--- config.mk ---
export PLATFORM = sky130hd
export DESIGN_NAME = mem_cmd_arbiter
export DESIGN_NICKNAME = d
export VERILOG_FILES = /design/src/design/ddr_bridge_pkg.sv /design/src/design/mem_cmd_arbiter.sv
export VERILOG_INCLUDE_DIRS = /design/src /design/src/design
export SDC_FILE = /design/constraint.sdc
export NUM_CORES = 1
export LEC_CHECK = 0
export BUFFER_PORTS_ARGS = -buffer_cell sky130_fd_sc_hd__buf_2
export CORE_AREA = 3 3 63 65
export DETAILED_ROUTE_END_ITERATION = 12
export DIE_AREA = 0 0 66 68
export PLACE_DENSITY_LB_ADDON = 0.08
export SYNTH_ARGS = -nofsm -noshare
export SYNTH_HDL_FRONTEND = slang
export SYNTH_SLANG_ARGS = --single-unit
--- constraint.sdc ---
create_clock -name s_axi_aclk -period 1.3 [get_ports s_axi_aclk]
set_input_delay 0.13 -clock s_axi_aclk [delete_from_list [all_inputs] [get_ports s_axi_aclk]]
set_output_delay 0.13 -clock s_axi_aclk [all_outputs]
set_load 0.01 [all_outputs]
--- src/design/ddr_bridge_config.svh ---
`ifndef DDR_BRIDGE_CONFIG_SVH
`define DDR_BRIDGE_CONFIG_SVH

////////////////////////////////////////////////////////////////////////
// Memory side widths
////////////////////////////////////////////////////////////////////////

// One DDR beat and its byte strobes
`define DDR_DATA_W 512
`define DDR_STRB_W 64

// Request address as seen by the requester
`define DDR_ADDR_W 64

// Controller address field, taken from the request address at bit 3
`define APP_ADDR_W 28
`define APP_ADDR_LSB 3

////////////////////////////////////////////////////////////////////////
// Register bus widths
////////////////////////////////////////////////////////////////////////

`define LITE_ADDR_W 16
`define LITE_DATA_W 32

// Entries per command or data queue
`define CMD_QUEUE_DEPTH 16

`endif

--- src/design/ddr_bridge_pkg.sv ---
`include "ddr_bridge_config.svh"

package ddr_bridge_pkg;

   // Test register offsets
   typedef enum logic [`LITE_ADDR_W-1:0] {
      REG_OPERAND_A = `LITE_ADDR_W'(0),
      REG_OPERAND_B = `LITE_ADDR_W'(4),
      REG_SUM       = `LITE_ADDR_W'(8)
   } reg_offset_e;

   // Controller opcodes
   typedef enum logic [2:0] {
      APP_WRITE        = 3'b000,
      APP_READ         = 3'b001,
      APP_WRITE_MASKED = 3'b011
   } app_cmd_e;

   typedef enum logic {
      SIDE_WRITE = 1'b0,
      SIDE_READ  = 1'b1
   } arb_side_e;

   typedef struct packed {
      logic                    awvalid;
      logic [`LITE_ADDR_W-1:0] awaddr;
      logic                    wvalid;
      logic [`LITE_DATA_W-1:0] wdata;
   } lite_wr_req_t;

   typedef struct packed {
      logic                    arvalid;
      logic [`LITE_ADDR_W-1:0] araddr;
   } lite_rd_req_t;

   typedef struct packed {
      logic [`DDR_ADDR_W-1:0] addr;
      logic [`DDR_DATA_W-1:0] data;
      logic [`DDR_STRB_W-1:0] strb;
   } mem_wr_req_t;

   // Masked set for a partial write
   typedef struct packed {
      logic                   masked;
      logic [`DDR_ADDR_W-1:0] addr;
   } wr_cmd_entry_t;

   // Mask bit set means byte not written
   typedef struct packed {
      logic [`DDR_STRB_W-1:0] mask;
      logic [`DDR_DATA_W-1:0] data;
   } wr_data_entry_t;

   typedef struct packed {
      logic                   en;
      app_cmd_e               cmd;
      logic [`APP_ADDR_W-1:0] addr;
   } app_req_t;

endpackage

--- src/design/mem_cmd_arbiter.sv ---
`timescale 1ns/1ps
`include "ddr_bridge_config.svh"

module mem_cmd_arbiter (
   input  logic                          s_axi_aclk,
   input  logic                          s_axi_aresetn,
   input  ddr_bridge_pkg::wr_cmd_entry_t wr_cmd,
   input  logic                          wr_cmd_valid,
   output logic                          wr_cmd_pop,
   input  logic [`DDR_ADDR_W-1:0]        rd_addr,
   input  logic                          rd_cmd_valid,
   output logic                          rd_cmd_pop,
   output ddr_bridge_pkg::app_req_t      app_req,
   input  logic                          app_rdy
);

   import ddr_bridge_pkg::*;

   arb_side_e side_q;

   ////////////////////////////////////////////////////////////////////////
   // Ping-pong side select
   ////////////////////////////////////////////////////////////////////////

   // Stay on a side while it has work, otherwise hand over
   always_ff @(posedge s_axi_aclk) begin
      if (!s_axi_aresetn) begin
         side_q <= SIDE_WRITE;
      end else begin
         case (side_q)
            SIDE_WRITE: begin
               if (!wr_cmd_valid) begin
                  side_q <= SIDE_READ;
               end
            end
            SIDE_READ: begin
               if (!rd_cmd_valid) begin
                  side_q <= SIDE_WRITE;
               end
            end
            default: side_q <= SIDE_WRITE;
         endcase
      end
   end

   ////////////////////////////////////////////////////////////////////////
   // Command mux
   ////////////////////////////////////////////////////////////////////////

   always_comb begin
      if (side_q == SIDE_READ) begin
         app_req.en   = rd_cmd_valid;
         app_req.cmd  = APP_READ;
         app_req.addr = rd_addr[`APP_ADDR_LSB +: `APP_ADDR_W];
      end else begin
         app_req.en   = wr_cmd_valid;
         app_req.cmd  = wr_cmd.masked ? APP_WRITE_MASKED : APP_WRITE;
         app_req.addr = wr_cmd.addr[`APP_ADDR_LSB +: `APP_ADDR_W];
      end
   end

   // Head leaves its queue once the controller takes it
   assign wr_cmd_pop = (side_q == SIDE_WRITE) && wr_cmd_valid && app_rdy;
   assign rd_cmd_pop = (side_q == SIDE_READ) && rd_cmd_valid && app_rdy;

endmodule

==> impl_metrics.yaml <==
finish:
  fill_cells: 360
  top_register: "side_q"
  drive_gt1_frac: 0.933
  instances_no_fill: 181
  area_growth_pct: 90.5
  largest_reg_flops: 1
  n_antenna_cell: 0
  reg_top3: "side_q x1"
  final_core_util: 0.310
  fin_area_mm2: 0.00105
  num-nets-final: 271
logic_synthesis:
  synth_nets: 178
  yosys.area.top_type: "mux2_4"
  yosysSeqAreaShare: 0.0363
  yosysTopAreaCellShare: 0.653
  yosysUniqueCellTypes: 16
  synth_area_leaders: "mux2_4 65%, mux2_2 8.2%, buf_12 7.3%, buf_6 4.1%, dfxtp_1 3.6%"
  synth_area_per_cell_um2: 12.5
  ys_seq_elements: 1
  mappedNetlistArea_um2: 552
  ys_warn_count: 0
  synthCells: 44
sta:
  max_freq_mhz: 887
  clock_skew_ns: 0
  setup_tns_ns: 0
  period_share: 0.867
  rsz0062_at_grt: "no"
  finalCriticalPeriod_ns: 1.13
  setup_ws_ns: 0.173
  finalHoldViolCount: 0
  slew_viol_final: 0
  setup_viol: 0
  holdWs_ns: 0.377
job:
  drv_cap: 0
cts:
  holdBufCountCts: 0
  post_cts_resized: 0
  clk_pin_slew_ns: 0
  cts_setup_buffers: 0
  worstSkewPairLatency_ns: 0
outcome:
  status: "complete, no violations"
power:
  power_density_mw_per_mm2: 423
  peakVddDrop_mv: 0.190
  p_leak_nw: 0.619
  fin_total_pwr_uw: 445
setup_path:
  crit_type: "reg -> out"
  cp_max_fo: 21
  cp-start-kind: "register"
  crit_arrival_ns: 1.00
  worstSetupEndpointType: "output port"
  critPathRequiredTime_ns: 1.17
place:
  io_buffer_count: 94
  placedCellCount: 181
  placed_cell_area_mm2: 0.00105
  gp_congestion: 0.625
  place_ws_ns: 0.165
routing:
  dr.pass1.iters: 4
  num_vias: 690
  drc: 0
  ant_nets: 0
  routed_wl_um: 1890
  wire_per_inst_um: 10.5
  drtIter0Drc: 10
  avgViaCountPerCell: 3.81
grt:
  grt_max_degree: 22
  grt_usage: 0.0718
  grt_remaining_overflow: 0
  antenna_found_initial: 0
  grt_first_pass_wirelength_um: 2640
  grt_pass1_vias: 617
worst_hold_path:
  min_path_type: "in -> reg"
die:
  coreArea_mm2: 0.00339
  die_area_mm2: 0.00449
  rows: 21
  start_util: 0.163
  die_y_um: 68
  io_pins: 168
  die_x_um: 66
-- cell type report --
cell class / instances / area (um^2) / area share
inverters: 1 / 3.75 / 0.00357
multi-input cells: 37 / 458 / 0.436
flip-flops and latches: 1 / 21.3 / 0.0202
well taps: 46 / 57.6 / 0.0548
repair buffers: 96 / 510 / 0.486
-- cells in the mapped netlist (all sizes together) --
master  count
mux2       28
buf         5
or2         2
a21boi      1
and3        1
conb        1
dfxtp       1
inv         1
nand2       1
nor2b       1
nor3b       1
o21ai       1
-- cell families (layout without fill, tap and decap cells) --
kind of cell | after synthesis | in the layout | share of synthesized area
flip-flops | 1 | 1 | 0.0363
AND/OR/NAND/NOR | 6 | 6 | 0.0658
AO/OA/AOI/OAI | 2 | 2 | 0.0227
other | 1 | 1 | 0.00680
buffers and inverters | 6 | 97 | 0.134
multiplexers | 28 | 28 | 0.735
-- path summary, 6_finish.rpt --
| path | startpoint | end | slack, ns | cells after the start |
|---|---|---|---|---|
| max | side_q | app_req[15] | 0.17 | 3 |
| min | s_axi_aresetn | side_q | 0.38 | 2 |
| max reg2reg | side_q | side_q | 0.37 | 3 |
| min reg2reg | side_q | side_q | 0.68 | 3 |
-- cells in the final DEF (no fill, tap or decap) --
| master | count |
|---|---|
| buf_12 | 2 |
| dfxtp_2 | 1 |
| a21boi_0 | 1 |
| nor2b_1 | 1 |
| o21ai_0 | 1 |
| conb_1 | 1 |
| buf_2 | 94 |
| mux2_2 | 4 |
| or2_2 | 1 |
| inv_1 | 1 |
| nand2_1 | 1 |
| or2_0 | 1 |
| nor3b_1 | 1 |
| mux2_4 | 24 |
| and3_1 | 1 |
-- report_power, final --
group	internal, mW	switching (mW)	total [mW]
Sequential	0.0342	0.00348	0.0376
Combinational	0.254	0.153	0.407
Clock	0	0	0
Total	0.288	0.157	0.445
-- worst max-delay path: stages (launching register included) --
cell and delay, ns:
dfxtp_2 0.35, buf_12 0.19, mux2_4 0.31, buf_2 0.14
-- routing by layer --
metal	global-route usage	wire (um)	vias to the layer above
met5	0	0	-
met4	0	0	0
met3	0.0411	461	0
met2	0.125	785	64
met1	0.0816	646	285
li1	-	-	341
(Power assumes the default switching activity.)
